===== src/verilog/bpmSettings_settings.svh =====
/*
 * Sizes of the front end. The LO table length equals the samples per turn,
 * which must be a power of two. The product width is ADC plus LO width minus one.
 */
`ifndef BPM_SETTINGS_SVH
`define BPM_SETTINGS_SVH

// Channels and turn structure
`define BPM_CHANNELS          4
`define BPM_SAMPLES_PER_TURN  8

// Data path widths
`define BPM_ADC_WIDTH         12
`define BPM_LO_WIDTH          12
`define BPM_PRODUCT_WIDTH     23
`define BPM_ACC_WIDTH         32
`define BPM_MAG_WIDTH         24
`define BPM_GAIN_WIDTH        16
`define BPM_GAIN_FRAC         14
`define BPM_SHIFT_WIDTH       4

`endif


===== src/verilog/bpmPkg.sv =====
/*
 * Shared data types and the fixed LO tables of the front end.
 * LO entries never reach negative full scale.
 */
`default_nettype none
`include "bpmSettings_settings.svh"

package bpmPkg;

    // Data path words
    typedef logic signed [`BPM_ADC_WIDTH-1:0]     adcSample;
    typedef logic signed [`BPM_LO_WIDTH-1:0]      loValue;
    typedef logic signed [`BPM_PRODUCT_WIDTH-1:0] product;
    typedef logic signed [`BPM_MAG_WIDTH-1:0]     turnSum;
    typedef logic [`BPM_MAG_WIDTH-1:0]            magnitude;

    // Configuration and bookkeeping
    typedef logic [`BPM_GAIN_WIDTH-1:0]                gainValue;
    typedef logic [`BPM_SHIFT_WIDTH-1:0]               sumShiftValue;
    typedef logic [$clog2(`BPM_SAMPLES_PER_TURN)-1:0]  turnPos;

    // One LO period per turn, round(2047 * cos/sin(2 pi k / 8))
    localparam loValue LO_COS [`BPM_SAMPLES_PER_TURN] = '{
        loValue'(2047), loValue'(1447), loValue'(0), loValue'(-1447),
        loValue'(-2047), loValue'(-1447), loValue'(0), loValue'(1447)
    };

    localparam loValue LO_SIN [`BPM_SAMPLES_PER_TURN] = '{
        loValue'(0), loValue'(1447), loValue'(2047), loValue'(1447),
        loValue'(0), loValue'(-1447), loValue'(-2047), loValue'(-1447)
    };

endpackage

`default_nettype wire


===== src/verilog/gainTrim.sv =====
/*
 * Output stage. Gains are unsigned with one at 2**14 and must only
 * change while the pipeline is empty. Results saturate at full scale.
 */
`default_nettype none
`include "bpmSettings_settings.svh"

module gainTrim (
    input  logic             clk,
    input  logic             reset,
    input  logic             magValid,
    input  bpmPkg::magnitude mag [`BPM_CHANNELS],
    input  logic             magOverflow,
    input  bpmPkg::gainValue gain [`BPM_CHANNELS],
    output logic             magReady,
    output logic             outValid,
    output bpmPkg::magnitude outMag [`BPM_CHANNELS],
    output logic             outOverflow,
    input  logic             outReady
);
    import bpmPkg::*;

    localparam int TRIM_WIDTH = `BPM_MAG_WIDTH + `BPM_GAIN_WIDTH;
    localparam int KEEP_TOP   = `BPM_MAG_WIDTH + `BPM_GAIN_FRAC;

    logic [TRIM_WIDTH-1:0] scaled [`BPM_CHANNELS];
    magnitude nextMag [`BPM_CHANNELS];
    logic     clipped;
    logic     accept;

    assign magReady = !outValid || outReady;
    assign accept   = magValid && magReady;

    always_comb begin
        clipped = 1'b0;
        for (int k = 0; k < `BPM_CHANNELS; k++) begin
            scaled[k] = mag[k] * gain[k];
            // Anything above the kept field means the result is too large
            if (|scaled[k][TRIM_WIDTH-1:KEEP_TOP]) begin
                nextMag[k] = '1;
                clipped = 1'b1;
            end else begin
                nextMag[k] = scaled[k][KEEP_TOP-1:`BPM_GAIN_FRAC];
            end
        end
    end

    always_ff @(posedge clk) begin
        if (reset) begin
            outValid <= 1'b0;
        end else if (accept) begin
            outValid <= 1'b1;
        end else if (outReady) begin
            outValid <= 1'b0;
        end
    end

    always_ff @(posedge clk) begin
        if (accept) begin
            outMag      <= nextMag;
            outOverflow <= magOverflow | clipped;
        end
    end

endmodule

`default_nettype wire


===== config.mk =====
export PLATFORM = sky130hd
export DESIGN_NAME = gainTrim
export DESIGN_NICKNAME = d
export VERILOG_FILES = /design/src/verilog/bpmPkg.sv /design/src/verilog/gainTrim.sv
export VERILOG_INCLUDE_DIRS = /design/src /design/src/verilog
export SDC_FILE = /design/constraint.sdc
export NUM_CORES = 2
export LEC_CHECK = 0
export ABC_AREA = 1
export BUFFER_PORTS_ARGS = -buffer_cell sky130_fd_sc_hd__buf_2
export CAP_MARGIN = 30
export CORE_UTILIZATION = 43
export CTS_BUF_LIST = sky130_fd_sc_hd__clkbuf_8 sky130_fd_sc_hd__clkbuf_16
export DETAILED_ROUTE_END_ITERATION = 12
export PLACE_DENSITY_LB_ADDON = 0.12
export SYNTH_ARGS = -nofsm -noshare
export SYNTH_HDL_FRONTEND = slang
export SYNTH_SLANG_ARGS = --single-unit

===== constraint.sdc =====
create_clock -name clk -period 18.07 [get_ports clk]
set_input_delay 0.9035 -clock clk [delete_from_list [all_inputs] [get_ports clk]]
set_output_delay 0.9035 -clock clk [all_outputs]
set_load 0.02 [all_outputs]

* Yosys cells after proc, flatten, opt, wreduce, memory -nomap -nowiden
Cells that the tools add are included.
** Storage, ports and cells
- Register bits after elaboration :: 98
- Bits in latches :: 0
- Bits in writable memories :: 0
- Memory bits (read-only) :: 0
- Input bits :: 165
- Output and inout bits :: 99
- Word-level logic and storage cells :: 25
- Memories :: 0
** Operators by class
- Add/sub/neg operators :: 0
- $mul :: 4
- Divide/modulo/power cells :: 0
- Magnitude comparators :: 0
- Equality and inequality tests :: 0
- Shift-type cells :: 0
- Multiplexer cells :: 6
- Bitwise gates (word level) :: 1
- Reductions and logical operators :: 8
** Operators with widths (number)
- $mul A24 B16 Y40 :: 4
- $reduce_or A2 Y1 :: 4
- $mux W1 :: 6
- $reduce_bool A2 Y1 :: 1
- $logic_and A1 B1 Y1 :: 1
- $logic_not A1 Y1 :: 1
- $logic_or A1 B1 Y1 :: 1
- $or A1 B1 Y1 :: 1

* Longest topological paths before layout
- Depth after elaboration :: 7
- Gate-level depth with buffers :: 33
- Mapped depth without buffers :: 30

* Worst setup path after synthesis
No wires, ideal clock.
- Path kind :: input to register
- From :: input port mag[41] (netlist name)
- To :: register outMag[43] (netlist name) (data pin)
- Setup time :: 0.256 ns
- Data arrival time :: 6.224 ns
- Slack :: 11.590 ns
- Stages :: 29
- Path through :: clkbuf_1 -> clkbuf_1 -> nand2_1 -> fa_1 -> inv_1 -> fa_1 -> inv_1 -> fa_1 -> fa_1 -> inv_1 -> fa_1 -> inv_1 -> fa_1 -> inv_1 -> ha_1 -> nand2_1 -> nor2_2 -> nand2_1 -> nor2_1 -> nand2_1 -> nand3_2 -> nand2_2 -> nand2_1 -> nand2_1 -> nand2_1 -> and2_1 -> buf_6 -> buf_12 -> nand3_2
** Between the ends
- Word-level cells in the longest chain between the ends :: 2
** RTL lines
- start: declaration :: line gainTrim.sv:12 : input bpmPkg::magnitude mag [`BPM_CHANNELS],
- $mul A24 B16 Y40 (*) :: line gainTrim.sv:37 : scaled[k] = mag[k] * gain[k];
- $reduce_or A2 Y1 :: line gainTrim.sv:39 : if (|scaled[k][TRIM_WIDTH-1:KEEP_TOP]) begin
- end signal: assignment :: line gainTrim.sv:60 : outMag <= nextMag;
- end: declaration :: line gainTrim.sv:17 : output bpmPkg::magnitude outMag [`BPM_CHANNELS],
Mark *: on every way between the ends. The rest lies on a longest branch, timed or not.
A chain may end at the register's enable or synchronous reset.

* Worst setup path in the final report
- From :: input port gain[49] (netlist name)
- To :: register outMag[86] (netlist name) (data pin)
** Between the ends
- Word-level cells in the longest chain between the ends :: 2
** RTL lines
- start: declaration :: line gainTrim.sv:14 : input bpmPkg::gainValue gain [`BPM_CHANNELS],
- $mul A24 B16 Y40 (*) :: line gainTrim.sv:37
- $reduce_or A2 Y1 :: line gainTrim.sv:39
Marks and branches as above.

==> impl_metrics.toml <==
[route]
post_drt_wl_per_cell_um = 17.3
drt_wl_total_mm = 155
route.detailed.drc = 0
wl_met3_mm = 7.60
drtAntennaViolNets = 0
first_pass_iters = 5
initialDrtViolationCount = 2561
wirelength_met1_mm = 68.0
met2RoutedLength_mm = 77.2
routed_via_density = 4.92
route.top_layer_used = "met5"
num_vias = 44000

[layout]
post-route-cell-area_um2 = 57800
syn_to_final_growth_pct = 4.48
num-fill-cells = 13200
drive_above_1_share_pct = 5.05
final_nets = 9090
num_antenna_cells = 0

[timing]
finalHoldViolCount = 0
relSlewSlack_pct = 44.9
max_freq_mhz = 144
worst_slew_pin_slew_ps = 827
fin_setup_tns_ps = 0
fin_skew_ps = 17.4
grt_setup_unrepaired = "no"
maxSlewViolCount = 0
period_share_pct = 38.4
fin_crit_ps = 6930
setup_viol = 0

[worst_setup_path]
required_ps = 18140
crit_arrival_ps = 7000
path_max_fanout = 23
endpoint_kind = "flip-flop"
cp_slowest_stage_delay_ps = 560
cp_slowest_cell = "fa_1"
cp-start-kind = "input port"
r2r_slack_ps = 15750
path_class = "in2reg"

[global_routing]
grt_max_degree = 60
antenna_found_initial = 7
grt_usage_pct = 24.8
grt_pass1_vias = 47000
grt_pass1_wl_mm = 254
grt-ovfl-total = 0

[synthesis]
synth_area_um2 = 55400
synth_top_family_by_area = "adder cells"
syn_inst = 7315
muxShareOfSynthArea_pct = 0
yosysTopAreaCell = "fa_1"
synth_simple_gate_area_share_pct = 19.3
synthAdderAreaFrac_pct = 54.0
synth.distinct_cells = 44
syn_nets = 9136
ys_seq_elements = 98
ys_top_cells_by_area = "fa_1 (44%), inv_1 (15%), nand2_1 (14%), ha_1 (9.9%), edfxtp_1 (5.3%)"
synth_xor_area_share_pct = 0.759
synth-compound-area-share_pct = 3.43
synth.most_common_cell = "inv_1"
yosysWarnings = 0
synth-edff-count = 97
synth_area_per_cell_um2 = 7.57
synth_top_area_share_pct = 44.1
ys_seq_area_share_pct = 5.30
synth_flop_cell = "edfxtp_1"
ys_top_cells_by_count = "inv_1 (2,193), nand2_1 (2,122), fa_1 (1,220)"
async_flop_share_pct = 0

[hold_path]
hp-class = "reg2reg"

[placed_design]
gp_congestion = 0.921
dpl_cell_area_um2 = 57500
dp_hpwl_mm = 126
port_buffers = 263

[floorplanning]
dieHeight_um = 361
start_util_pct = 43.4
die_w_um = 361
core-area_um2 = 128000
ioPinCount = 264
num_rows = 131
die_area_um2 = 130000

[clock_network]
postCtsSetupBuffers = 0
cts_htree_levels = 3
clkTransAtPathRegs_ps = 80
cts_tree = "yes"
cts_made_buffers = 9
cts_max_path_buffers = 2
root_buffer = "clkbuf_16"
cts_resized = 0
clk_latency_ps = 380
cts_hold_buf = 0
clock_sinks = 98

[flow_run]
drv_cap = 0

[run_status]
status = "completed"
## cell type report
class                           count  area, um2  share of cell area, %
Timing Repair Buffer              266       1360                   2.35
Tap cell                         1662       2080                   3.60
Multi-Input combinational cell   4692      42900                   74.2
Inverter                         2202       8270                   14.3
Clock inverter                      7       76.3                  0.132
Clock buffer                        9        225                  0.389
Sequential cell                    98       2930                   5.07
## metrics by stage
stage / setup slack [ps] / utilization (%) / hold WS, ps / instances
floorplan: 11590 / - / 705 / 7315
global placement: 10620 / 45.0 / 528 / 8919
detailed placement: 10790 / 45.1 / 534 / 8920
CTS: 11200 / 45.3 / 548 / 8936
global route: 10900 / 45.3 / 573 / 8936
finish: 11140 / 45.3 / 544 / 8936
## flip-flops by register name, summed over array words and instances, names as in the netlist
name / cells
outOverflow: 1
outMag: 96
outValid: 1
## placed cells by master, fill, tap and decap left out, types with 4 or more instances in the layout
cell / n
o21ai_0: 56
inv_6: 4
o21ai_1: 5
nand3b_1: 11
o211ai_1: 4
o21bai_1: 28
a21o_1: 24
xnor2_1: 11
nor3_1: 24
nand3_2: 29
clkbuf_16: 9
and3_1: 4
nor2_1: 230
o21a_1: 7
nand2_1: 2122
buf_2: 263
nand4_1: 27
and2_1: 4
edfxtp_1: 97
xor2_1: 37
nand2_2: 13
nand3_1: 134
inv_1: 2193
nor4_1: 7
inv_2: 6
a21boi_0: 11
or2_1: 19
nor2_2: 16
a21oi_1: 172
or2_2: 9
fa_1: 1220
a211oi_1: 8
a31oi_1: 11
ha_1: 436
## path summary, 6_finish.rpt
path,from,to,depth (start not counted)
worst min register to register,outValid,outValid,2
worst max-delay path,gain[49],outMag[86],27
worst max register to register,outValid,outMag[73],3
worst min-delay path,outValid,outValid,2
## worst max-delay path: cells and delay by family
family	cells	cell delay, ps
simple gates	12	1500
buf+inv	8	1130
fa+ha+maj	7	3420
## logic make-up (layout without fill, tap and decap cells)
kind of cell | after synthesis | after routing
buffers and inverters | 2525 | 2484
adder cells (fa/ha/maj) | 1656 | 1656
AO/OA/AOI/OAI | 332 | 332
AND/OR/NAND/NOR | 2656 | 2656
flip-flops | 98 | 98
XOR/XNOR | 48 | 48
## per-layer routing
metal / vias to the layer above / global-route usage, %
met5: - / 0
met4: 4 / 3.48
met3: 142 / 2.59
met2: 999 / 43.8
met1: 22300 / 33.3
li1: 20600 / -
Power is left out: the tool's default activity adds up to more than one toggle a clock period on the data nets, which glitch-free logic cannot reach.
