$ cat src/verilog/bpmSettings_settings.svh
/*
 * Sizes of the front end. The LO table length equals the samples per turn,
 * which must be a power of two. The product width is ADC plus LO width minus one.
 */
`ifndef BPM_SETTINGS_SVH
`define BPM_SETTINGS_SVH

// Channels and turn structure
`define BPM_CHANNELS          4
`define BPM_SAMPLES_PER_TURN  8

// Data path widths
`define BPM_ADC_WIDTH         12
`define BPM_LO_WIDTH          12
`define BPM_PRODUCT_WIDTH     23
`define BPM_ACC_WIDTH         32
`define BPM_MAG_WIDTH         24
`define BPM_GAIN_WIDTH        16
`define BPM_GAIN_FRAC         14
`define BPM_SHIFT_WIDTH       4

`endif

$ cat src/verilog/bpmPkg.sv
/*
 * Shared data types and the fixed LO tables of the front end.
 * LO entries never reach negative full scale.
 */
`default_nettype none
`include "bpmSettings_settings.svh"

package bpmPkg;

    // Data path words
    typedef logic signed [`BPM_ADC_WIDTH-1:0]     adcSample;
    typedef logic signed [`BPM_LO_WIDTH-1:0]      loValue;
    typedef logic signed [`BPM_PRODUCT_WIDTH-1:0] product;
    typedef logic signed [`BPM_MAG_WIDTH-1:0]     turnSum;
    typedef logic [`BPM_MAG_WIDTH-1:0]            magnitude;

    // Configuration and bookkeeping
    typedef logic [`BPM_GAIN_WIDTH-1:0]                gainValue;
    typedef logic [`BPM_SHIFT_WIDTH-1:0]               sumShiftValue;
    typedef logic [$clog2(`BPM_SAMPLES_PER_TURN)-1:0]  turnPos;

    // One LO period per turn, round(2047 * cos/sin(2 pi k / 8))
    localparam loValue LO_COS [`BPM_SAMPLES_PER_TURN] = '{
        loValue'(2047), loValue'(1447), loValue'(0), loValue'(-1447),
        loValue'(-2047), loValue'(-1447), loValue'(0), loValue'(1447)
    };

    localparam loValue LO_SIN [`BPM_SAMPLES_PER_TURN] = '{
        loValue'(0), loValue'(1447), loValue'(2047), loValue'(1447),
        loValue'(0), loValue'(-1447), loValue'(-2047), loValue'(-1447)
    };

endpackage

`default_nettype wire

$ cat src/verilog/magnitudeEstimator.sv
/*
 * Magnitude as max(|I|,|Q|) + min(|I|,|Q|)/2, rounded down.
 * Error against the true magnitude stays within about 12 percent.
 */
`default_nettype none
`include "bpmSettings_settings.svh"

module magnitudeEstimator (
    input  logic             clk,
    input  logic             reset,
    input  logic             sumValid,
    input  bpmPkg::turnSum   sumI [`BPM_CHANNELS],
    input  bpmPkg::turnSum   sumQ [`BPM_CHANNELS],
    input  logic             sumOverflow,
    output logic             sumReady,
    output logic             magValid,
    output bpmPkg::magnitude mag [`BPM_CHANNELS],
    output logic             magOverflow,
    input  logic             magReady
);
    import bpmPkg::*;

    magnitude absI [`BPM_CHANNELS];
    magnitude absQ [`BPM_CHANNELS];
    logic [`BPM_MAG_WIDTH:0] estimate [`BPM_CHANNELS];
    magnitude nextMag [`BPM_CHANNELS];
    logic     clipped;
    logic     accept;

    // Absolute value of negative full scale still fits unsigned
    function automatic magnitude absSum(input turnSum value);
        return value[`BPM_MAG_WIDTH-1] ? magnitude'(-value) : magnitude'(value);
    endfunction

    assign sumReady = !magValid || magReady;
    assign accept   = sumValid && sumReady;

    always_comb begin
        clipped = 1'b0;
        for (int k = 0; k < `BPM_CHANNELS; k++) begin
            absI[k] = absSum(sumI[k]);
            absQ[k] = absSum(sumQ[k]);
            if (absI[k] >= absQ[k]) begin
                estimate[k] = {1'b0, absI[k]} + (absQ[k] >> 1);
            end else begin
                estimate[k] = {1'b0, absQ[k]} + (absI[k] >> 1);
            end
            nextMag[k] = estimate[k][`BPM_MAG_WIDTH] ? '1 : estimate[k][`BPM_MAG_WIDTH-1:0];
            clipped = clipped | estimate[k][`BPM_MAG_WIDTH];
        end
    end

    always_ff @(posedge clk) begin
        if (reset) begin
            magValid <= 1'b0;
        end else if (accept) begin
            magValid <= 1'b1;
        end else if (magReady) begin
            magValid <= 1'b0;
        end
    end

    always_ff @(posedge clk) begin
        if (accept) begin
            mag         <= nextMag;
            magOverflow <= sumOverflow | clipped;
        end
    end

endmodule

`default_nettype wire

$ cat config.mk
export PLATFORM = sky130hd
export DESIGN_NAME = magnitudeEstimator
export DESIGN_NICKNAME = d
export VERILOG_FILES = /design/src/verilog/bpmPkg.sv /design/src/verilog/magnitudeEstimator.sv
export VERILOG_INCLUDE_DIRS = /design/src /design/src/verilog
export SDC_FILE = /design/constraint.sdc
export NUM_CORES = 1
export LEC_CHECK = 0
export ABC_AREA = 1
export BUFFER_PORTS_ARGS = -buffer_cell sky130_fd_sc_hd__buf_2
export CAP_MARGIN = 10
export CORE_ASPECT_RATIO = 1.75
export CORE_MARGIN = 4
export CORE_UTILIZATION = 52
export CTS_BUF_LIST = sky130_fd_sc_hd__clkbuf_4
export DETAILED_ROUTE_END_ITERATION = 10
export GPL_TIMING_DRIVEN = 0
export PLACE_DENSITY = 0.76
export SYNTH_ARGS = -nofsm -noshare
export SYNTH_HDL_FRONTEND = slang
export SYNTH_SLANG_ARGS = --single-unit
$ cat constraint.sdc
create_clock -name clk -period 6 [get_ports clk]
set_clock_uncertainty 0.2 [all_clocks]
set_input_delay 0.3 -clock clk [delete_from_list [all_inputs] [get_ports clk]]
set_output_delay 0.3 -clock clk [all_outputs]
set_load 0.02 [all_outputs]
Word level (Yosys, flattened, before mapping)
Index checks and enable logic that the tools add are counted.
Storage, ports and cells
  flip-flop bits (word level): 98
  bits in latches: 0
  bits in writable memories: 0
  ROM bits: 0
  input bits: 197
  logic and storage cells: 48
  memories kept: 0
Cells by class
  $add $sub $neg: 16
  $mul: 0
  divide/modulo/power cells: 0
  order comparisons: 4
  equality and inequality tests: 0
  shift operators: 0
  mux-type cells: 14
  bitwise logic cells: 4
  reduce and logical (&&, ||, !) cells: 4
Operators by type and width (count)
  adder 24 x 23 -> 25 bit: 8
  2-to-1 mux 24 bit: 8
  negation 24 bit: 8
  2-to-1 mux 25 bit: 4
  greater-or-equal comparator 24 bit: 4
  bitwise OR 1 bit: 4
  2-to-1 mux 1 bit: 2
  nonzero test 2 bit: 1
  logical AND 1 bit: 1
  logical NOT 1 bit: 1
  logical OR 1 bit: 1

Logic depth before layout (Yosys ltp)
  depth after elaboration: 8
  gate-level depth with buffers: 27

Least setup slack after synthesis
No wires, ideal clock.
  kind: reg2reg
  from: register magValid
  to: register magOverflow, enable pin
  setup time: 0.585 ns
  arrival time: 5.114 ns
  slack: 0.102 ns
  cell stages (with the launch flop): 2
  path buffers: 0
  clock period less this slack: 5.898 ns
  cells stage by stage: dfxtp_1 a21oi_1
Between the ends
  cells in the longest elaborated chain, start to end: 3
RTL lines
  start: declaration: RTL line magnitudeEstimator.sv:16  | output logic magValid,
  start signal: assignment: RTL line magnitudeEstimator.sv:55  | magValid <= 1'b0;
  start signal: assignment: RTL line magnitudeEstimator.sv:57  | magValid <= 1'b1;
  start signal: assignment: RTL line magnitudeEstimator.sv:59  | magValid <= 1'b0;
  logical NOT 1 bit: RTL line magnitudeEstimator.sv:35  | assign sumReady = !magValid || magReady;
  logical OR 1 bit: RTL line magnitudeEstimator.sv:35
  logical AND 1 bit: RTL line magnitudeEstimator.sv:36  | assign accept = sumValid && sumReady;
  via accept: RTL line magnitudeEstimator.sv:28  | logic accept;
  end signal: assignment: RTL line magnitudeEstimator.sv:66  | magOverflow <= sumOverflow | clipped;
  end: declaration: RTL line magnitudeEstimator.sv:18  | output logic magOverflow,
The timed path passes the listed nets, and every way through them passes these cells.
A chain may end at the register's enable or synchronous reset.

Final worst setup path
  from: input port sumI[0] in the netlist's numbering
  to: register mag[5] in the netlist's numbering (data pin)
Between the ends
  cells in the longest elaborated chain, start to end: 4
RTL lines
  start: declaration: RTL line magnitudeEstimator.sv:12  | input bpmPkg::turnSum sumI [`BPM_CHANNELS],
  negation 24 bit: RTL line magnitudeEstimator.sv:32  | return value[`BPM_MAG_WIDTH-1] ? magnitude'(-value) : magnitude'(value);
  2-to-1 mux 24 bit (*): RTL line magnitudeEstimator.sv:32
  adder 24 x 23 -> 25 bit, or another cell as far along: RTL line magnitudeEstimator.sv:46  | estimate[k] = {1'b0, absQ[k]} + (absI[k] >> 1);
  2-to-1 mux 25 bit (*): RTL line magnitudeEstimator.sv:43  | if (absI[k] >= absQ[k]) begin
  end signal: assignment: RTL line magnitudeEstimator.sv:65  | mag <= nextMag;
  end: declaration: RTL line magnitudeEstimator.sv:17  | output bpmPkg::magnitude mag [`BPM_CHANNELS],
Mark *: on every way between the ends. The rest lies on a longest branch, timed or not.

==> flow_metrics.tcl <==
set metrics [dict create \
    crit_top_cell "nand2_1" \
    clock_sinks 98 \
    synthMuxAreaShare_pct 0 \
    syn_nets 3825 \
    ctsHtreeMaxLevel 3 \
    cts_root_buf "clkbuf_4" \
    power.density_nw_per_um2 223 \
    synth_top_family_by_area "simple AND/OR/NAND/NOR gates" \
    vias_per_cell 5.44 \
    cts_setup_buffers 0 \
    ys_types 64 \
    drv_cap 0 \
    async_flop_share_pct 0 \
    fp.dieArea_sq_um 44800 \
    synth_area_sq_um 21500 \
    yosys.area_share.simple_pct 34.0 \
    numCtsBuffers 9 \
    hold_path.class "primary input to flop" \
    ant_nets 0 \
    critPathLaunchType "primary input" \
    cts_tree "yes" \
    layout_min_cycle_time_ps 4820 \
    synth-xor-area-share_pct 11.0 \
    first_global_vias 22540 \
    drt_iter0_drc 1197 \
    critPathKind "primary input to flop" \
    whs_ps 42.8 \
    fp.coreArea_sq_um 40800 \
    cp-end-kind "flop" \
    synthMostInstantiatedCell "nand2_1" \
    synth-compound-area-share_pct 14.3 \
    initial_core_util_pct 52.7 \
    cp_slowest_stage_delay_ps 420 \
    area_growth_pct 11.2 \
    hold_viol_final 0 \
    p_leak_nw 12.7 \
    nets 4135 \
    vias 22926 \
    drive_gt1_share_pct 14.5 \
    slew_headroom_pct 40.3 \
    die_w_microns 162 \
    grt_pass1_wl_microns 108000 \
    timing.final.crit_share_pct 80.3 \
    drc_errors 0 \
    pin_count 296 \
    place.gp.congestion 0.993 \
    cp_data_required_time_ps 6040 \
    synth_top_cell_by_area "ha_1" \
    setup_viol 0 \
    crit_fanout 10 \
    drt-wirelength-per-cell_microns 16.2 \
    synth_common_cells "813 x nand2_1, 499 x inv_1, 276 x ha_1, 241 x nor2_1, 235 x a21oi_1" \
    overflow 0 \
    hpwl_microns 59600 \
    firstDrtPassIters 8 \
    ys.flop_type "edfxtp_1" \
    status "complete, no violations" \
    grt_usage_pct 29.7 \
    synth-adder-area-share_pct 16.8 \
    yosysWarnings 0 \
    drv_slew 0 \
    synth_seq_cells 98 \
    finalWirelength_microns 68400 \
    clk_pin_slew_ps 170 \
    antenna_found_initial 2 \
    clk_latency_ps 570 \
    critPathSlowestCell "xor2_1" \
    clockBufferDepth 2 \
    post-synth-top-area-fraction_pct 16.1 \
    rsz0062_at_grt "false" \
    crit_arrival_ps 4860 \
    fillers 4205 \
    die_h_microns 277 \
    grt_start_max_net_pins 34 \
    ir_worst_vdd_mv 0.197 \
    finalSetupTns_ps 0 \
    rows 98 \
    seq_area_frac_synth_pct 13.6 \
    port_buffers 293 \
    synth_area_leaders "ha_1 16%, nand2_1 14%, edfxtp_1 14%" \
    synth_area_per_cell_sq_um 6.43 \
    synth_edf_count 97 \
    fmax_mhz 208 \
    syn_inst 3344 \
    worst_pin_slew_ps 888 \
]
[cell type report]
| type | instances | area [sq um] | area share, % |
|---|---|---|---|
| sequential | 98 | 2930 | 12.3 |
| antenna | 3 | 7.51 | 0.0314 |
| timing repair buffer | 299 | 1560 | 6.54 |
| clock buffer | 9 | 67.6 | 0.282 |
| buffer | 43 | 284 | 1.19 |
| multi-input combinational | 2686 | 16400 | 68.4 |
| tap | 550 | 688 | 2.88 |
| inverter | 517 | 1940 | 8.12 |
| clock inverter | 7 | 80.1 | 0.335 |
[flip-flops by register name, summed over array words and instances, names as in the netlist]
| name | flops |
|---|---|
| mag | 96 |
| magOverflow | 1 |
| magValid | 1 |
[path summary, 6_finish.rpt]
| path | startpoint | end | slack [ps] | depth (start not counted) |
|---|---|---|---|---|
| worst max-delay path | sumI[0] | mag[5] | 1180 | 27 |
| worst min-delay path | sumQ[72] | mag[72] | 40 | 4 |
| worst max register to register | magValid | mag[54] | 3970 | 3 |
| worst min register to register | magValid | mag[35] | 640 | 1 |
[metrics by stage]
stage               power (mW)  area, sq um  instances  setup WS [ps]  util (%)
finish                    5.34        23900       4212           1180      58.6
global route              5.83        23900       4212            878      58.6
CTS                       5.33        23900       4209           1340      58.6
detailed placement        4.92        23700       4190            738      58.1
global placement          4.89        23700       4187          -1980      58.0
floorplan                 3.82        21500       3344            102         -
[critical path: cells and delay by family]
kind | cells | cell delay (ps)
simple gates | 17 | 2760
buf+inv | 6 | 840
fa+ha+maj | 2 | 370
compound gates | 1 | 170
xor+xnor | 1 | 420
[metal layers]
| layer | global-route usage [%] | part of all wire (%) | vias up |
|---|---|---|---|
| met1 | 29.3 | 35 | 10266 |
| li1 | - | - | 11701 |
| met3 | 2.78 | 4.1 | 264 |
| met5 | 0 | 0 | - |
| met2 | 58.0 | 53 | 695 |
| met4 | 18.8 | 7.3 | 0 |
[where the power goes]
part,switching [mW],total [mW],internal [mW]
combinational,2.53,3.89,1.36
sequential,0.0502,1.07,1.02
clock,0.290,0.391,0.101
total,2.87,5.34,2.48
[placed cells by master, fill, tap and decap left out, drive strengths merged, types with 4 or more instances in the layout]
cell type	synthesis	routed
nor4	13	13
xor2	201	201
a31oi	17	17
nor2	265	265
nand2	878	878
and2	6	6
nand3	252	252
o21ai	163	163
inv	516	520
or2	35	35
nand4	58	58
ha	276	276
nand3b	10	10
nor3	69	69
a21boi	10	10
buf	23	319
o21a	5	5
a21o	18	18
o21bai	12	12
a21oi	237	237
edfxtp	97	97
o211ai	51	51
xnor2	69	69
clkbuf	20	29
fa	8	8
a211oi	4	4
o31ai	10	10
[cells by family (layout without fill, tap and decap cells)]
kind of cell	count (synthesis)	count (layout)
other	0	3
buffers and inverters	560	875
XOR/XNOR	270	270
AND/OR/NAND/NOR	1592	1592
AO/OA/AOI/OAI	540	540
adder cells (fa/ha/maj)	284	284
flip-flops	98	98
[what timing repair did]
item                                   4_1_cts  5_1_grt
endpoints found under the hold margin        3        0
resized for setup                            0        0
hold buffers                                 3        0
Power figures use the tool's default switching activity.
