[src/verilog/bpmSettings_settings.svh]
/*
 * Sizes of the front end. The LO table length equals the samples per turn,
 * which must be a power of two. The product width is ADC plus LO width minus one.
 */
`ifndef BPM_SETTINGS_SVH
`define BPM_SETTINGS_SVH

// Channels and turn structure
`define BPM_CHANNELS          4
`define BPM_SAMPLES_PER_TURN  8

// Data path widths
`define BPM_ADC_WIDTH         12
`define BPM_LO_WIDTH          12
`define BPM_PRODUCT_WIDTH     23
`define BPM_ACC_WIDTH         32
`define BPM_MAG_WIDTH         24
`define BPM_GAIN_WIDTH        16
`define BPM_GAIN_FRAC         14
`define BPM_SHIFT_WIDTH       4

`endif

[src/verilog/bpmPkg.sv]
/*
 * Shared data types and the fixed LO tables of the front end.
 * LO entries never reach negative full scale.
 */
`default_nettype none
`include "bpmSettings_settings.svh"

package bpmPkg;

    // Data path words
    typedef logic signed [`BPM_ADC_WIDTH-1:0]     adcSample;
    typedef logic signed [`BPM_LO_WIDTH-1:0]      loValue;
    typedef logic signed [`BPM_PRODUCT_WIDTH-1:0] product;
    typedef logic signed [`BPM_MAG_WIDTH-1:0]     turnSum;
    typedef logic [`BPM_MAG_WIDTH-1:0]            magnitude;

    // Configuration and bookkeeping
    typedef logic [`BPM_GAIN_WIDTH-1:0]                gainValue;
    typedef logic [`BPM_SHIFT_WIDTH-1:0]               sumShiftValue;
    typedef logic [$clog2(`BPM_SAMPLES_PER_TURN)-1:0]  turnPos;

    // One LO period per turn, round(2047 * cos/sin(2 pi k / 8))
    localparam loValue LO_COS [`BPM_SAMPLES_PER_TURN] = '{
        loValue'(2047), loValue'(1447), loValue'(0), loValue'(-1447),
        loValue'(-2047), loValue'(-1447), loValue'(0), loValue'(1447)
    };

    localparam loValue LO_SIN [`BPM_SAMPLES_PER_TURN] = '{
        loValue'(0), loValue'(1447), loValue'(2047), loValue'(1447),
        loValue'(0), loValue'(-1447), loValue'(-2047), loValue'(-1447)
    };

endpackage

`default_nettype wire

[src/verilog/demodMixer.sv]
/*
 * Mixer stage. useRms must only change while the pipeline is empty.
 * In RMS mode a negative full-scale sample is squared as -2048 * -2047.
 */
`default_nettype none
`include "bpmSettings_settings.svh"

module demodMixer (
    input  logic             clk,
    input  logic             reset,
    input  logic             mixValid,
    input  bpmPkg::adcSample mixSample [`BPM_CHANNELS],
    input  logic             mixUse [`BPM_CHANNELS],
    input  bpmPkg::turnPos   mixPos,
    input  logic             useRms,
    output logic             mixReady,
    output logic             prodValid,
    output bpmPkg::product   prodI [`BPM_CHANNELS],
    output bpmPkg::product   prodQ [`BPM_CHANNELS],
    output logic             prodLast,
    input  logic             prodReady
);
    import bpmPkg::*;

    localparam adcSample ADC_NEG_FULL = {1'b1, {(`BPM_ADC_WIDTH-1){1'b0}}};

    product nextI [`BPM_CHANNELS];
    product nextQ [`BPM_CHANNELS];
    loValue rmsLo [`BPM_CHANNELS];
    logic   accept;

    assign mixReady = !prodValid || prodReady;
    assign accept   = mixValid && mixReady;

    always_comb begin
        for (int k = 0; k < `BPM_CHANNELS; k++) begin
            // Sample stands in for the LO, kept off negative full scale
            rmsLo[k] = (mixSample[k] == ADC_NEG_FULL) ?
                       loValue'(ADC_NEG_FULL + 1'b1) : loValue'(mixSample[k]);
            if (useRms) begin
                if (mixUse[k]) begin
                    nextI[k] = mixSample[k] * rmsLo[k];
                end else begin
                    nextI[k] = '0;
                end
                nextQ[k] = '0;
            end else begin
                nextI[k] = mixSample[k] * LO_COS[mixPos];
                nextQ[k] = mixSample[k] * LO_SIN[mixPos];
            end
        end
    end

    always_ff @(posedge clk) begin
        if (reset) begin
            prodValid <= 1'b0;
        end else if (accept) begin
            prodValid <= 1'b1;
        end else if (prodReady) begin
            prodValid <= 1'b0;
        end
    end

    always_ff @(posedge clk) begin
        if (accept) begin
            prodI    <= nextI;
            prodQ    <= nextQ;
            prodLast <= (mixPos == turnPos'(`BPM_SAMPLES_PER_TURN - 1));
        end
    end

endmodule

`default_nettype wire

[config.mk]
export PLATFORM = sky130hd
export DESIGN_NAME = demodMixer
export DESIGN_NICKNAME = d
export VERILOG_FILES = /design/src/verilog/bpmPkg.sv /design/src/verilog/demodMixer.sv
export VERILOG_INCLUDE_DIRS = /design/src /design/src/verilog
export SDC_FILE = /design/constraint.sdc
export NUM_CORES = 2
export LEC_CHECK = 0
export BUFFER_PORTS_ARGS = -buffer_cell sky130_fd_sc_hd__buf_2
export CORE_ASPECT_RATIO = 0.75
export CORE_MARGIN = 2
export CORE_UTILIZATION = 55
export DETAILED_ROUTE_END_ITERATION = 7
export PLACE_DENSITY = 0.8
export SLEW_MARGIN = 10
export SYNTH_ARGS = -nofsm -noshare
export SYNTH_HDL_FRONTEND = slang
export SYNTH_SLANG_ARGS = --single-unit
[constraint.sdc]
create_clock -name clk -period 18.2 [get_ports clk]
set_input_delay 1.82 -clock clk [delete_from_list [all_inputs] [get_ports clk]]
set_output_delay 1.82 -clock clk [all_outputs]
set_load 0.005 [all_outputs]
=== After elaboration in Yosys (flattened, before gate mapping) ===
Memories as Yosys holds them, arrays and structs flattened.
Index checks and enable logic that the tools add are counted.

* Reductions and logical operators: 4
* Multipliers: 12
* Bitwise operators: 1
* Muxes and demuxes: 18
* $lt $le $gt $ge: 1
* Eq/ne operators: 5

{| class="wikitable"
|+ Operator list
! kind !! number
|-
| multiplier 12 x 12 -> 23 bit || 12
|-
| 2-to-1 mux 23 bit || 8
|-
| 2-to-1 mux 12 bit || 8
|-
| == test 12 bit (second input constant) || 4
|-
| >= comparator 4 bit (second input constant) || 1
|-
| inverter 3 -> 4 bit || 1
|-
| == test 3 bit (second input constant) || 1
|-
| 2-to-1 mux 1 bit || 2
|-
| nonzero test 2 bit || 1
|-
| logical AND 1 bit || 1
|-
| logical NOT 1 bit || 1
|-
| logical OR 1 bit || 1
|}

* Memories: 2
* Word-level logic and storage cells: 53
* Memory bits (read-only): 192
* Input bits: 60
* Register bits: 186
* Output and inout port bits: 187

{| class="wikitable"
|+ Memories
! memory !! words !! width !! read ports !! clocked after Yosys merged registers in !! write ports !! line !! text
|-
| (name not given) || 8 || 12 || 1 || 0 || 0 || demodMixer.sv:49 || <nowiki>nextQ[k] = mixSample[k] * LO_SIN[mixPos];</nowiki>
|-
| (name not given) || 8 || 12 || 1 || 0 || 0 || demodMixer.sv:48 || <nowiki>nextI[k] = mixSample[k] * LO_COS[mixPos];</nowiki>
|}

=== Depth between registers and ports, before layout ===
* Depth after elaboration: 6
* Gate-level depth with buffers: 28
* Depth with buffers taken out: 24

=== Worst setup path before layout ===
No wires, ideal clock.

* Path kind: input -> register
* Start point: in mixPos[0]
* End point: reg prodQ[88] in the netlist's numbering (data pin)
* Path slack: 10127 ps
* Required time: 17945 ps
* Setup time: 255 ps
* Arrival time: 7818 ps
* Cell stages on the path: 25
* Cell sequence: clkbuf_1 inv_1 ha_1 clkbuf_1 clkbuf_1 nor2_1 clkbuf_1 nand2_1 inv_1 fa_1 ha_1 inv_1 fa_1 fa_1 fa_1 inv_1 ha_1 nor2b_4 o31a_1 o211ai_2 a21oi_2 o31a_1 a21o_1 a211o_1 and3_1

* Cells in the longest elaborated chain, start to end: 5

{| class="wikitable"
|+ RTL lines
! what !! line !! text
|-
| start, declared || demodMixer.sv:14 || <nowiki>input bpmPkg::turnPos mixPos,</nowiki>
|-
| inverter 3 -> 4 bit (not written as such) || demodMixer.sv:49 ||
|-
| memory read (8 x 12 bit) || n/a ||
|-
| 2-to-1 mux 12 bit (2 in series) || n/a ||
|-
| multiplier 12 x 12 -> 23 bit || demodMixer.sv:49 ||
|-
| end signal, assigned || demodMixer.sv:67 || <nowiki>prodQ <= nextQ;</nowiki>
|-
| end, declared || demodMixer.sv:19 || <nowiki>output bpmPkg::product prodQ [`BPM_CHANNELS],</nowiki>
|}

Every way passes these cells. The select of a mux whose other input is x is not followed.
A chain may end at the register's enable or synchronous reset.

=== Worst setup path after layout ===
* Start point: in mixPos[0]
* End point: reg prodQ[21] in the netlist's numbering (data pin)

* Cells in the longest elaborated chain, start to end: 5

{| class="wikitable"
|+ RTL lines
! what !! line
|-
| inverter 3 -> 4 bit (not written as such) || demodMixer.sv:49
|-
| memory read (8 x 12 bit) || n/a
|-
| 2-to-1 mux 12 bit (not written as such) (2 in series) || demodMixer.sv:49
|-
| multiplier 12 x 12 -> 23 bit || demodMixer.sv:49
|}

Every way passes these cells. The select of a mux whose other input is x is not followed.

==> run metrics <==
FFs w/ async S/R, synth=0%; Net Sw Frac=54.4%; Total Wirelength=159 mm; CTS Buffer Depth=2; fin. max-slew vios=0; drt pass-1 iters=6; GP Congestion=0.959; hold_buf cts=0; Port Buffers=between 200 and 250; average size of a mapped cell=9.56 µm²; final worst slack=9.53 ns; Post-synth EDFFs=185; Overall Global Routing Usage=28.3%; Synth Cell Area=between 0.06 and 0.07 mm²; Gate Count Post-Synth=6716; DIE HEIGHT=between 200 and 300 µm; DRC=0; status=completed; synthesized flop and latch total=186; Power per Cell Area=about 190 mW/mm²; first-pass GRT wire length=~260 mm; core box area=~0.12 mm²; Max FO, Critical Path=43; antenna cell count=0; dpl ws=9.07 ns; WS Path Type=input pin to register; routed len/inst=between 15 and 20 µm; crit start category=input pin; CTS Sinks=roughly 190; # setup viols final=0; post-CTS setup buffers=0; worst path required time=about 19 ns; Final HPWL DP=131 mm; Die X-Extent=399 µm; CTS Buf Count=17; WP data arrival=9.01 ns; pin count of the biggest net entering global routing=63; fin nets=9027; period utilization=47.6%; vias in the first global route=49200; Reg power frac=7.4%; CTS H-Tree Depth=4; skew final=0.0228 ns; row count=108; crit end category=register; via-per-instance ratio=5.37; CTS tree=done; share of cells above drive strength 1=5.22%; total I/O pin count=247; RSZ-0062 raised after global routing=no; worst skew pair latency=0.59 ns; DIE AREA=~0.12 mm²; initial drt markers=3640; Pleak=between 30 and 40 nW; Clock power frac=3.3%; post_cts resized=0; antenna viol nets, final=0; # Max-Cap Violations=0; grt met1 use=38.1%; Initial Util=55.5%; area grow syn2layout=5.08%; initial antenna violation count=3; clock transition at the registers of the reported paths=around 0.090 ns; met2 Use GR=44.0%; register area share after synthesis=8.68%; minimum clock period=between 8 and 9 ns; yosys warns=0; hold crit path type=register to register; Top Usage Layer GRT=met2; fmax=between 100 and 150 MHz; Setup TNS=0 ns; final hold vios=0; post-synth cell types=81; Max VDD drop=approximately 0.00031 V; vias post-DR=44900; CTS root buf=clkbuf_16; internal power=5.79 mW; post-layout util=a little under 60%; NetSw=6.90 mW; slew margin rel.=roughly 16%; combinational power share=between 80 and 90%; worst slew pin tran=1.25 ns; met3 usage=8.63%; Synth Flop Type=edfxtp_1; global route overflow=0
==> per-layer routing <==
metal  wire (µm)  vias to the layer above
met5          35                        -
met1       63300                    22700
met4        5070                        6
met3       17200                      309
li1            -                    20000
met2       73000                     1894
==> cells in the mapped netlist, types with 25 or more instances <==
master | instances | area share (%)
nand3_1 | 48 | 0.37
ha_1 | 618 | 12
o22ai_1 | 52 | 0.51
inv_1 | 2056 | 12
a21o_1 | 44 | 0.51
nor3_1 | 62 | 0.48
nor2b_1 | 74 | 0.72
o21a_1 | 30 | 0.35
edfxtp_1 | 185 | 8.6
clkbuf_1 | 148 | 0.86
fa_1 | 1529 | 48
xnor2_1 | 166 | 2.3
buf_1 | 36 | 0.21
nand2_1 | 556 | 3.2
nand2b_1 | 48 | 0.47
xor2_1 | 91 | 1.2
and2_1 | 106 | 1.0
o21ai_1 | 25 | 0.19
o21ai_0 | 86 | 0.67
a21oi_1 | 145 | 1.1
nor2_1 | 309 | 1.8
==> path summary, 6_finish.rpt <==
check,from,end,slack (ns),cells after the start
worst max-delay path,mixPos[0],prodQ[21]$_SDFFCE_PP0P_,9.53,21
worst max register to register,prodValid$_SDFFE_PP0P_,prodQ[61]$_SDFFCE_PP0P_,15.35,4
worst min-delay path,prodValid$_SDFFE_PP0P_,prodValid$_SDFFE_PP0P_,0.54,2
worst min register to register,prodValid$_SDFFE_PP0P_,prodValid$_SDFFE_PP0P_,0.54,2
==> sequential cells by signal, indices dropped and copies added (netlist names) <==
signal	flops
prodValid	1
prodLast	1
prodI	92
prodQ	92
==> final cells by class <==
| cell class | instances | area (µm²) |
|---|---|---|
| clock inverter | 14 | 145 |
| tap | 1540 | 1930 |
| sequential | 186 | 5580 |
| clock buffer | 18 | 429 |
| multi-input combinational | 4268 | 50200 |
| fill | 9574 | 48300 |
| timing repair buffer | 270 | 1420 |
| inverter | 2077 | 7800 |
==> through the flow <==
step / area [µm²] / cells / hold slack (ns) / power, mW
CTS: 67500 / 8373 / 0.542 / 12.6
floorplan: 64200 / 6719 / 0.522 / 9.31
detailed placement: 66900 / 8341 / 0.528 / 12.1
global route: 67500 / 8373 / 0.585 / 14.1
global placement: 66900 / 8341 / 0.498 / 11.6
finish: 67500 / 8373 / 0.536 / 12.7
==> power groups by stage <==
| stage | sequential [mW] | clock (mW) | combinational [mW] |
|---|---|---|---|
| after floorplan | 0.940 | 0 | 8.37 |
| after global placement | 0.952 | 0 | 10.6 |
| after detailed placement | 0.949 | 0 | 11.1 |
| after CTS | 0.943 | 0.435 | 11.2 |
| after global routing | 0.959 | 0.443 | 12.7 |
| final | 0.945 | 0.421 | 11.3 |
==> logic make-up after synthesis <==
| logic type | Yosys count | synth area share [%] |
|---|---|---|
| flip-flops | 186 | 8.68 |
| AO/OA/AOI/OAI | 546 | 5.49 |
| AND/OR/NAND/NOR | 1302 | 9.18 |
| buffers and inverters | 2265 | 13.2 |
| XOR/XNOR | 257 | 3.50 |
| other | 1 | 0.00584 |
| multiplexers | 12 | 0.197 |
| adder cells (fa/ha/maj) | 2147 | 59.7 |
==> worst max-delay path, cell delays in order <==
cell	delay (ns)
buf_2	0.18
inv_1	0.15
ha_1	0.28
nor2b_1	0.40
a21o_2	0.96
nand2_1	0.38
inv_1	0.32
fa_1	0.46
inv_1	0.09
fa_1	0.45
fa_1	0.49
fa_1	0.53
inv_1	0.05
fa_1	0.44
ha_1	0.35
o211ai_1	0.39
nor2_1	0.09
a21oi_1	0.32
a311oi_1	0.23
a31oi_1	0.25
mux2_2	0.35
==> cells in the final DEF, fill, tap and decap left out, types with 30 or more instances in the layout <==
| master | synthesis | layout |
|---|---|---|
| nand2_1 | 556 | 556 |
| o21ai_0 | 86 | 86 |
| ha_1 | 618 | 616 |
| xor2_1 | 91 | 91 |
| fa_1 | 1529 | 1529 |
| a21o_1 | 44 | 43 |
| a21oi_1 | 145 | 144 |
| edfxtp_1 | 185 | 185 |
| nor3_1 | 62 | 61 |
| inv_1 | 2056 | 2054 |
| xnor2_1 | 166 | 166 |
| nor2_1 | 309 | 307 |
| o21a_1 | 30 | 30 |
| nand2b_1 | 48 | 48 |
| nand3_1 | 48 | 48 |
| nor2b_1 | 74 | 74 |
| o22ai_1 | 52 | 52 |
| and2_1 | 106 | 105 |
| buf_2 | 4 | 245 |
Power figures use the tool's default switching activity.
