==> config.mk <==
export PLATFORM = sky130hd
export DESIGN_NAME = turnAccumulator
export DESIGN_NICKNAME = d
export VERILOG_FILES = /design/src/verilog/bpmPkg.sv /design/src/verilog/turnAccumulator.sv
export VERILOG_INCLUDE_DIRS = /design/src /design/src/verilog
export SDC_FILE = /design/constraint.sdc
export NUM_CORES = 2
export LEC_CHECK = 0
export BUFFER_PORTS_ARGS = -buffer_cell sky130_fd_sc_hd__clkbuf_2
export CAP_MARGIN = 20
export CORE_UTILIZATION = 66
export DETAILED_ROUTE_END_ITERATION = 8
export PLACE_DENSITY = 0.87
export SLEW_MARGIN = 20
export SYNTH_ARGS = -nofsm -noshare
export SYNTH_HDL_FRONTEND = slang
export SYNTH_SLANG_ARGS = --single-unit
==> constraint.sdc <==
create_clock -name clk -period 13.5 [get_ports clk]
set_input_delay 2.7 -clock clk [delete_from_list [all_inputs] [get_ports clk]]
set_output_delay 2.7 -clock clk [all_outputs]
set_load 0.01 [all_outputs]
==> src/verilog/bpmSettings_settings.svh <==
/*
 * Sizes of the front end. The LO table length equals the samples per turn,
 * which must be a power of two. The product width is ADC plus LO width minus one.
 */
`ifndef BPM_SETTINGS_SVH
`define BPM_SETTINGS_SVH

// Channels and turn structure
`define BPM_CHANNELS          4
`define BPM_SAMPLES_PER_TURN  8

// Data path widths
`define BPM_ADC_WIDTH         12
`define BPM_LO_WIDTH          12
`define BPM_PRODUCT_WIDTH     23
`define BPM_ACC_WIDTH         32
`define BPM_MAG_WIDTH         24
`define BPM_GAIN_WIDTH        16
`define BPM_GAIN_FRAC         14
`define BPM_SHIFT_WIDTH       4

`endif

==> src/verilog/bpmPkg.sv <==
/*
 * Shared data types and the fixed LO tables of the front end.
 * LO entries never reach negative full scale.
 */
`default_nettype none
`include "bpmSettings_settings.svh"

package bpmPkg;

    // Data path words
    typedef logic signed [`BPM_ADC_WIDTH-1:0]     adcSample;
    typedef logic signed [`BPM_LO_WIDTH-1:0]      loValue;
    typedef logic signed [`BPM_PRODUCT_WIDTH-1:0] product;
    typedef logic signed [`BPM_MAG_WIDTH-1:0]     turnSum;
    typedef logic [`BPM_MAG_WIDTH-1:0]            magnitude;

    // Configuration and bookkeeping
    typedef logic [`BPM_GAIN_WIDTH-1:0]                gainValue;
    typedef logic [`BPM_SHIFT_WIDTH-1:0]               sumShiftValue;
    typedef logic [$clog2(`BPM_SAMPLES_PER_TURN)-1:0]  turnPos;

    // One LO period per turn, round(2047 * cos/sin(2 pi k / 8))
    localparam loValue LO_COS [`BPM_SAMPLES_PER_TURN] = '{
        loValue'(2047), loValue'(1447), loValue'(0), loValue'(-1447),
        loValue'(-2047), loValue'(-1447), loValue'(0), loValue'(1447)
    };

    localparam loValue LO_SIN [`BPM_SAMPLES_PER_TURN] = '{
        loValue'(0), loValue'(1447), loValue'(2047), loValue'(1447),
        loValue'(0), loValue'(-1447), loValue'(-2047), loValue'(-1447)
    };

endpackage

`default_nettype wire

==> src/verilog/turnAccumulator.sv <==
/*
 * Turn accumulator. Non-final products are always taken. A final product
 * waits only while the previous turn result is still unclaimed.
 */
`default_nettype none
`include "bpmSettings_settings.svh"

module turnAccumulator (
    input  logic                 clk,
    input  logic                 reset,
    input  logic                 prodValid,
    input  bpmPkg::product       prodI [`BPM_CHANNELS],
    input  bpmPkg::product       prodQ [`BPM_CHANNELS],
    input  logic                 prodLast,
    input  bpmPkg::sumShiftValue sumShift,
    output logic                 prodReady,
    output logic                 sumValid,
    output bpmPkg::turnSum       sumI [`BPM_CHANNELS],
    output bpmPkg::turnSum       sumQ [`BPM_CHANNELS],
    output logic                 sumOverflow,
    input  logic                 sumReady
);
    import bpmPkg::*;

    typedef logic signed [`BPM_ACC_WIDTH-1:0] accValue;

    localparam accValue SUM_MAX = accValue'(2 ** (`BPM_MAG_WIDTH - 1) - 1);
    localparam accValue SUM_MIN = -SUM_MAX - 1;

    accValue accI [`BPM_CHANNELS];
    accValue accQ [`BPM_CHANNELS];
    accValue totalI [`BPM_CHANNELS];
    accValue totalQ [`BPM_CHANNELS];
    accValue shiftedI [`BPM_CHANNELS];
    accValue shiftedQ [`BPM_CHANNELS];
    logic    clipped;
    logic    accept;

    function automatic turnSum clampSum(input accValue value);
        if (value > SUM_MAX) begin
            return turnSum'(SUM_MAX);
        end else if (value < SUM_MIN) begin
            return turnSum'(SUM_MIN);
        end
        return turnSum'(value);
    endfunction

    assign prodReady = !prodLast || !sumValid || sumReady;
    assign accept    = prodValid && prodReady;

    //////////////////////////////////////////////////////////////////////
    // Running sums, scaled totals at end of turn

    always_comb begin
        clipped = 1'b0;
        for (int k = 0; k < `BPM_CHANNELS; k++) begin
            totalI[k]   = accI[k] + accValue'(prodI[k]);
            totalQ[k]   = accQ[k] + accValue'(prodQ[k]);
            shiftedI[k] = totalI[k] >>> sumShift;
            shiftedQ[k] = totalQ[k] >>> sumShift;
            if ((shiftedI[k] > SUM_MAX) || (shiftedI[k] < SUM_MIN) ||
                    (shiftedQ[k] > SUM_MAX) || (shiftedQ[k] < SUM_MIN)) begin
                clipped = 1'b1;
            end
        end
    end

    always_ff @(posedge clk) begin
        if (reset) begin
            sumValid <= 1'b0;
            for (int k = 0; k < `BPM_CHANNELS; k++) begin
                accI[k] <= '0;
                accQ[k] <= '0;
            end
        end else begin
            if (accept) begin
                // Last product of a turn restarts the sums
                for (int k = 0; k < `BPM_CHANNELS; k++) begin
                    accI[k] <= prodLast ? '0 : totalI[k];
                    accQ[k] <= prodLast ? '0 : totalQ[k];
                end
            end
            if (accept && prodLast) begin
                sumValid <= 1'b1;
            end else if (sumReady) begin
                sumValid <= 1'b0;
            end
        end
    end

    //////////////////////////////////////////////////////////////////////
    // Turn result, held until taken

    always_ff @(posedge clk) begin
        if (accept && prodLast) begin
            for (int k = 0; k < `BPM_CHANNELS; k++) begin
                sumI[k] <= clampSum(shiftedI[k]);
                sumQ[k] <= clampSum(shiftedQ[k]);
            end
            sumOverflow <= clipped;
        end
    end

endmodule

`default_nettype wire
* Word-level counts from Yosys, hierarchy flattened
Memory sizes are Yosys's and may differ from the RTL's. Cells that the tools add are included.
Storage, ports and cells: bits in registers 194, bits in latches 0, bits in writable memories 256, bits in read-only memories 0, output and inout bits 195, word-level logic and storage cells 144, memories 2
Memories:
- accI | words 4, width 32, read ports 4, clocked after Yosys merged registers in 0, write ports 4, line turnAccumulator.sv:30 | accValue accI [`BPM_CHANNELS];
- accQ | words 4, width 32, read ports 4, clocked after Yosys merged registers in 0, write ports 4, line turnAccumulator.sv:31 | accValue accQ [`BPM_CHANNELS];
Operators by class: $add $sub $neg 8, $mul 0, divide/modulo/power cells 0, $lt $le $gt $ge 16, equal/unequal tests 0, shifts and indexed selects 8, mux-type cells 72, bitwise logic cells 8, reductions and logical operators 20
Operators with widths (count):
- $mux W24 | 24
- $mux W32 | 16
- $add A32 B23 Y32 | 8
- $gt A32 B24 Y1 const B | 8
- $lt A32 B24 Y1 const B | 8
- $sshr A32 B4 Y32 | 8
- $mux W1 | 32
- $logic_or A1 B1 Y1 | 14
- $or A1 B1 Y1 | 8
- $reduce_or A3 Y1 | 1
- $logic_and A1 B1 Y1 | 2
- $logic_not A1 Y1 | 2
- $reduce_bool A2 Y1 | 1

* Depth between registers and ports, before layout
depth in word-level cells 8, gate-level depth with buffers 18, mapped depth without buffers 15

* Worst setup path before layout
OpenSTA, ideal clock, no wires.
path kind input -> register, start point input port sumReady, end point memory accI[0][0] (netlist name), enable pin, setup time 0.619 ns, data arrival time 8.055 ns, required time 12.881 ns, path slack 4.826 ns, cell stages on the path 3, cell sequence nor2b_1 > nand2_1 > a21o_1
RTL lines:
- start: declaration | line turnAccumulator.sv:21 | input logic sumReady
- end: declaration | line turnAccumulator.sv:30

* Worst setup path after layout
start point input port sumShift[0], end point register sumOverflow, data pin
On the way: longest elaborated chain between the ends 6
RTL lines:
- start: declaration | line turnAccumulator.sv:15 | input bpmPkg::sumShiftValue sumShift,
- $sshr A32 B4 Y32 | line turnAccumulator.sv:59 | shiftedI[k] = totalI[k] >>> sumShift;
- $gt A32 B24 Y1 or $lt A32 B24 Y1 (tied branches) | line turnAccumulator.sv:61 | if ((shiftedI[k] > SUM_MAX) || (shiftedI[k] < SUM_MIN) ||
- $logic_or A1 B1 Y1 (2 in a row) | line turnAccumulator.sv:61
- $logic_or A1 B1 Y1 | line turnAccumulator.sv:62 | (shiftedQ[k] > SUM_MAX) || (shiftedQ[k] < SUM_MIN)) begin
- $reduce_or A3 Y1 (no line) or $mux W1 (tied branches)
- end signal: assignment | line turnAccumulator.sv:100 | sumOverflow <= clipped;
- end: declaration | line turnAccumulator.sv:20 | output logic sumOverflow,
Parallel ways exist; a longest one is shown, timed or not. A chain may end at the register's enable or synchronous reset.

==> flow_metrics.py <==
metrics = {
    "run_status": {
        "status": "complete, no violations",
    },
    "run": {
        "cap_violations": 0,
    },
    "drt": {
        "viasPerCell": 7.01,
        "wl_met1_um": 56500,
        "via_count": 43100,
        "finalWirelength_um": 141000,
        "first_pass_iters": 7,
        "met3_length_um": 16800,
        "wl_met2_um": 61600,
        "drtIter0Drc": 5777,
        "wl_per_cell_um": 23.0,
        "ant_nets": 0,
        "drc": 0,
        "dr.max_layer_used": "met5",
    },
    "clocking": {
        "cts.htree.levels": 2,
        "insertion_delay_ns": 0.64,
        "cts_buffer_depth": 3,
        "hold_buffers": 0,
        "cts_root_buffer": "clkbuf_16",
        "cts_resized": 0,
        "path_clk_slew_ns": 0.07,
        "post-cts-setup-buffers": 0,
        "cts.sinks": 450,
        "cts_buffers": 51,
        "tritoncts": "built",
    },
    "global_routing": {
        "grt_max_degree": 142,
        "grt_usage_pct": 41.3,
        "grt_pass1_vias": 39500,
        "grt_pass1_wl_um": 219000,
        "antenna_found_initial": 2,
        "overflow": 0,
    },
    "setup_path": {
        "worstPathRequired_ns": 13.88,
        "crit_type": "in2reg",
        "startpoint_type": "input pin",
        "crit_arrival_ns": 8.47,
        "cp_max_fo": 94,
        "end_kind": "register",
    },
    "logic_synthesis": {
        "async_reset_ff_share_pct": 0,
        "synth_area_sq_um": 42700,
        "synth_enable_flop_cells": 449,
        "ys_seq_area_share_pct": 31.6,
        "syn-num-nets": 5568,
        "synth_area_leaders": "edfxtp_1, ha_1, nor2_1, a21oi_1, mux2i_1",
        "synth_cells": 5119,
        "yosysWarnings": 0,
        "ys_seq_elements": 450,
        "synth_top_cell_area_share_pct": 31.6,
        "synth_ff_type": "edfxtp_1",
        "synth.avg_cell_area_sq_um": 8.35,
        "ys_types": 95,
        "yosysTopAreaCell": "edfxtp_1",
    },
    "place": {
        "dp_hpwl_um": 102000,
        "numPortBuffers": 387,
        "routabilityCongestion": 1.02,
        "place_area_sq_um": 44800,
    },
    "sta": {
        "final_max_slew_viol_count": 0,
        "min_period_over_period_pct": 60.0,
        "tns_ns": 0,
        "tightest_slew_ns": 1.04,
        "finalSetupViolations": 0,
        "rsz0062_at_grt": "no",
        "fmax_mhz": 124,
        "final.setup_skew_ns": 0.0365,
        "period_minus_slack_ns": 8.09,
        "hold_slack_ns": 0.632,
        "worst_slew_margin_rel_pct": 28.8,
        "hold_violations": 0,
    },
    "final_layout": {
        "postLayoutCoreUtil_pct": 73.2,
        "design_area_sq_um": 46500,
        "final_common_cell": "nor2_1",
        "final_cell_mix": "nor2_1, a21oi_1, nand2_1, o21ai_0, edfxtp_1",
        "final_nets": 5698,
        "drive_above_1_share_pct": 12.8,
        "syn2layout_area_growth_pct": 8.83,
    },
    "floorplan": {
        "coreArea_sq_um": 63500,
        "initial_core_util_pct": 67.2,
        "rows": 92,
        "die_w_um": 256,
        "die_height_um": 256,
        "io_pins": 388,
        "dieArea_sq_um": 65800,
    },
    "pwr": {
        "power.total_w": 0.00571,
        "peakVddDrop_v": 0.000128,
        "power_density_nw_per_um2": 123,
        "leakage_nw": 19.3,
    },
    "worst_hold_path": {
        "hp-class": "reg2reg",
    },
}
-- flip-flops by register name, summed over array words and instances, names as in the netlist --
register	count
sumI	96
sumValid	1
accI	128
sumQ	96
sumOverflow	1
accQ	128
-- worst max-delay path, cell delays in order --
cell	delay [ns]
clkbuf_8	0.46
buf_4	0.91
nand2_1	0.86
nor2_1	0.85
a221o_1	0.28
a21oi_1	0.06
nor4b_1	0.40
a41oi_2	0.60
nor4b_2	0.57
nand4_1	0.13
or4_1	0.52
-- metrics by stage --
stage | instances | setup WS, ns
6_report | 6140 | 5.41
5_1_grt | 6138 | 5.27
4_1_cts | 6136 | 5.64
3_5_place_dp | 6041 | 5.02
3_3_place_gp | 6041 | 5.21
2_1_floorplan | 5119 | 4.83
-- cells in the mapped netlist (19+ instances only) --
cell type / number
mux2_2: 87
mux2i_1: 244
xor2_1: 100
o21ai_0: 450
and2_1: 130
ha_1: 248
nor3_1: 115
o31ai_1: 19
a31oi_1: 61
or2_2: 23
o211ai_1: 67
o21a_1: 55
nand2_1: 454
edfxtp_1: 449
a21oi_1: 493
clkbuf_1: 269
a211o_1: 26
o21bai_1: 57
nand3_1: 79
and3_1: 31
a211oi_1: 121
a21o_1: 87
xnor2_1: 129
buf_1: 60
or3_1: 33
nor2_1: 664
nor2b_1: 22
nand4_1: 66
inv_1: 67
o22ai_1: 22
nand2b_1: 30
-- path summary, 6_finish.rpt --
check / startpoint / cells past startpoint / end / slack, ns
hold reg to reg: sumValid$_SDFFE_PP0P_ / 3 / sumValid$_SDFFE_PP0P_ / 0.63
setup reg to reg: accI[3][11]$_SDFFCE_PP0P_ / 15 / sumOverflow$_SDFFCE_PP1P_ / 7.34
setup / recovery: sumShift[0] / 11 / sumOverflow$_SDFFCE_PP1P_ / 5.41
hold / removal: sumValid$_SDFFE_PP0P_ / 3 / sumValid$_SDFFE_PP0P_ / 0.63
-- cell type report --
| cell class | instances | area (sq um) |
|---|---|---|
| multi-input cells | 4255 | 27700 |
| fillers | 4977 | 17000 |
| flip-flops and latches | 450 | 13500 |
| repair buffers | 421 | 2230 |
| clock buffers | 61 | 1360 |
| well taps | 846 | 1060 |
| clock inverters | 34 | 338 |
| inverters | 70 | 290 |
| diodes | 3 | 7.51 |
-- power by group --
part | switching [W] | total (W) | internal (W) | leakage (nW)
Clock | 0.000639 | 0.00146 | 0.000817 | 0.816
Sequential | 0.0000544 | 0.00178 | 0.00173 | 4.64
Combinational | 0.00161 | 0.00247 | 0.000863 | 13.8
Total | 0.00230 | 0.00571 | 0.00340 | 19.3
-- cell families (layout without fill, tap and decap cells) --
group / Yosys count / after routing / synth area share [%]
mux: 346 / 346 / 8.80
xor+xnor: 229 / 229 / 4.69
compound gates: 1696 / 1696 / 25.0
simple gates: 1728 / 1728 / 18.5
flops: 450 / 450 / 31.6
buf+inv: 414 / 586 / 3.73
fa+ha+maj: 256 / 256 / 7.64
other cells: 0 / 3 / 0
-- layer usage --
| layer | global-route usage (%) | vias to the layer above |
|---|---|---|
| met4 | 16.2 | 2 |
| met3 | 7.93 | 466 |
| met2 | 63.3 | 3022 |
| met5 | 0 | - |
| met1 | 57.5 | 20100 |
| li1 | - | 19500 |
(Power assumes the default switching activity.)
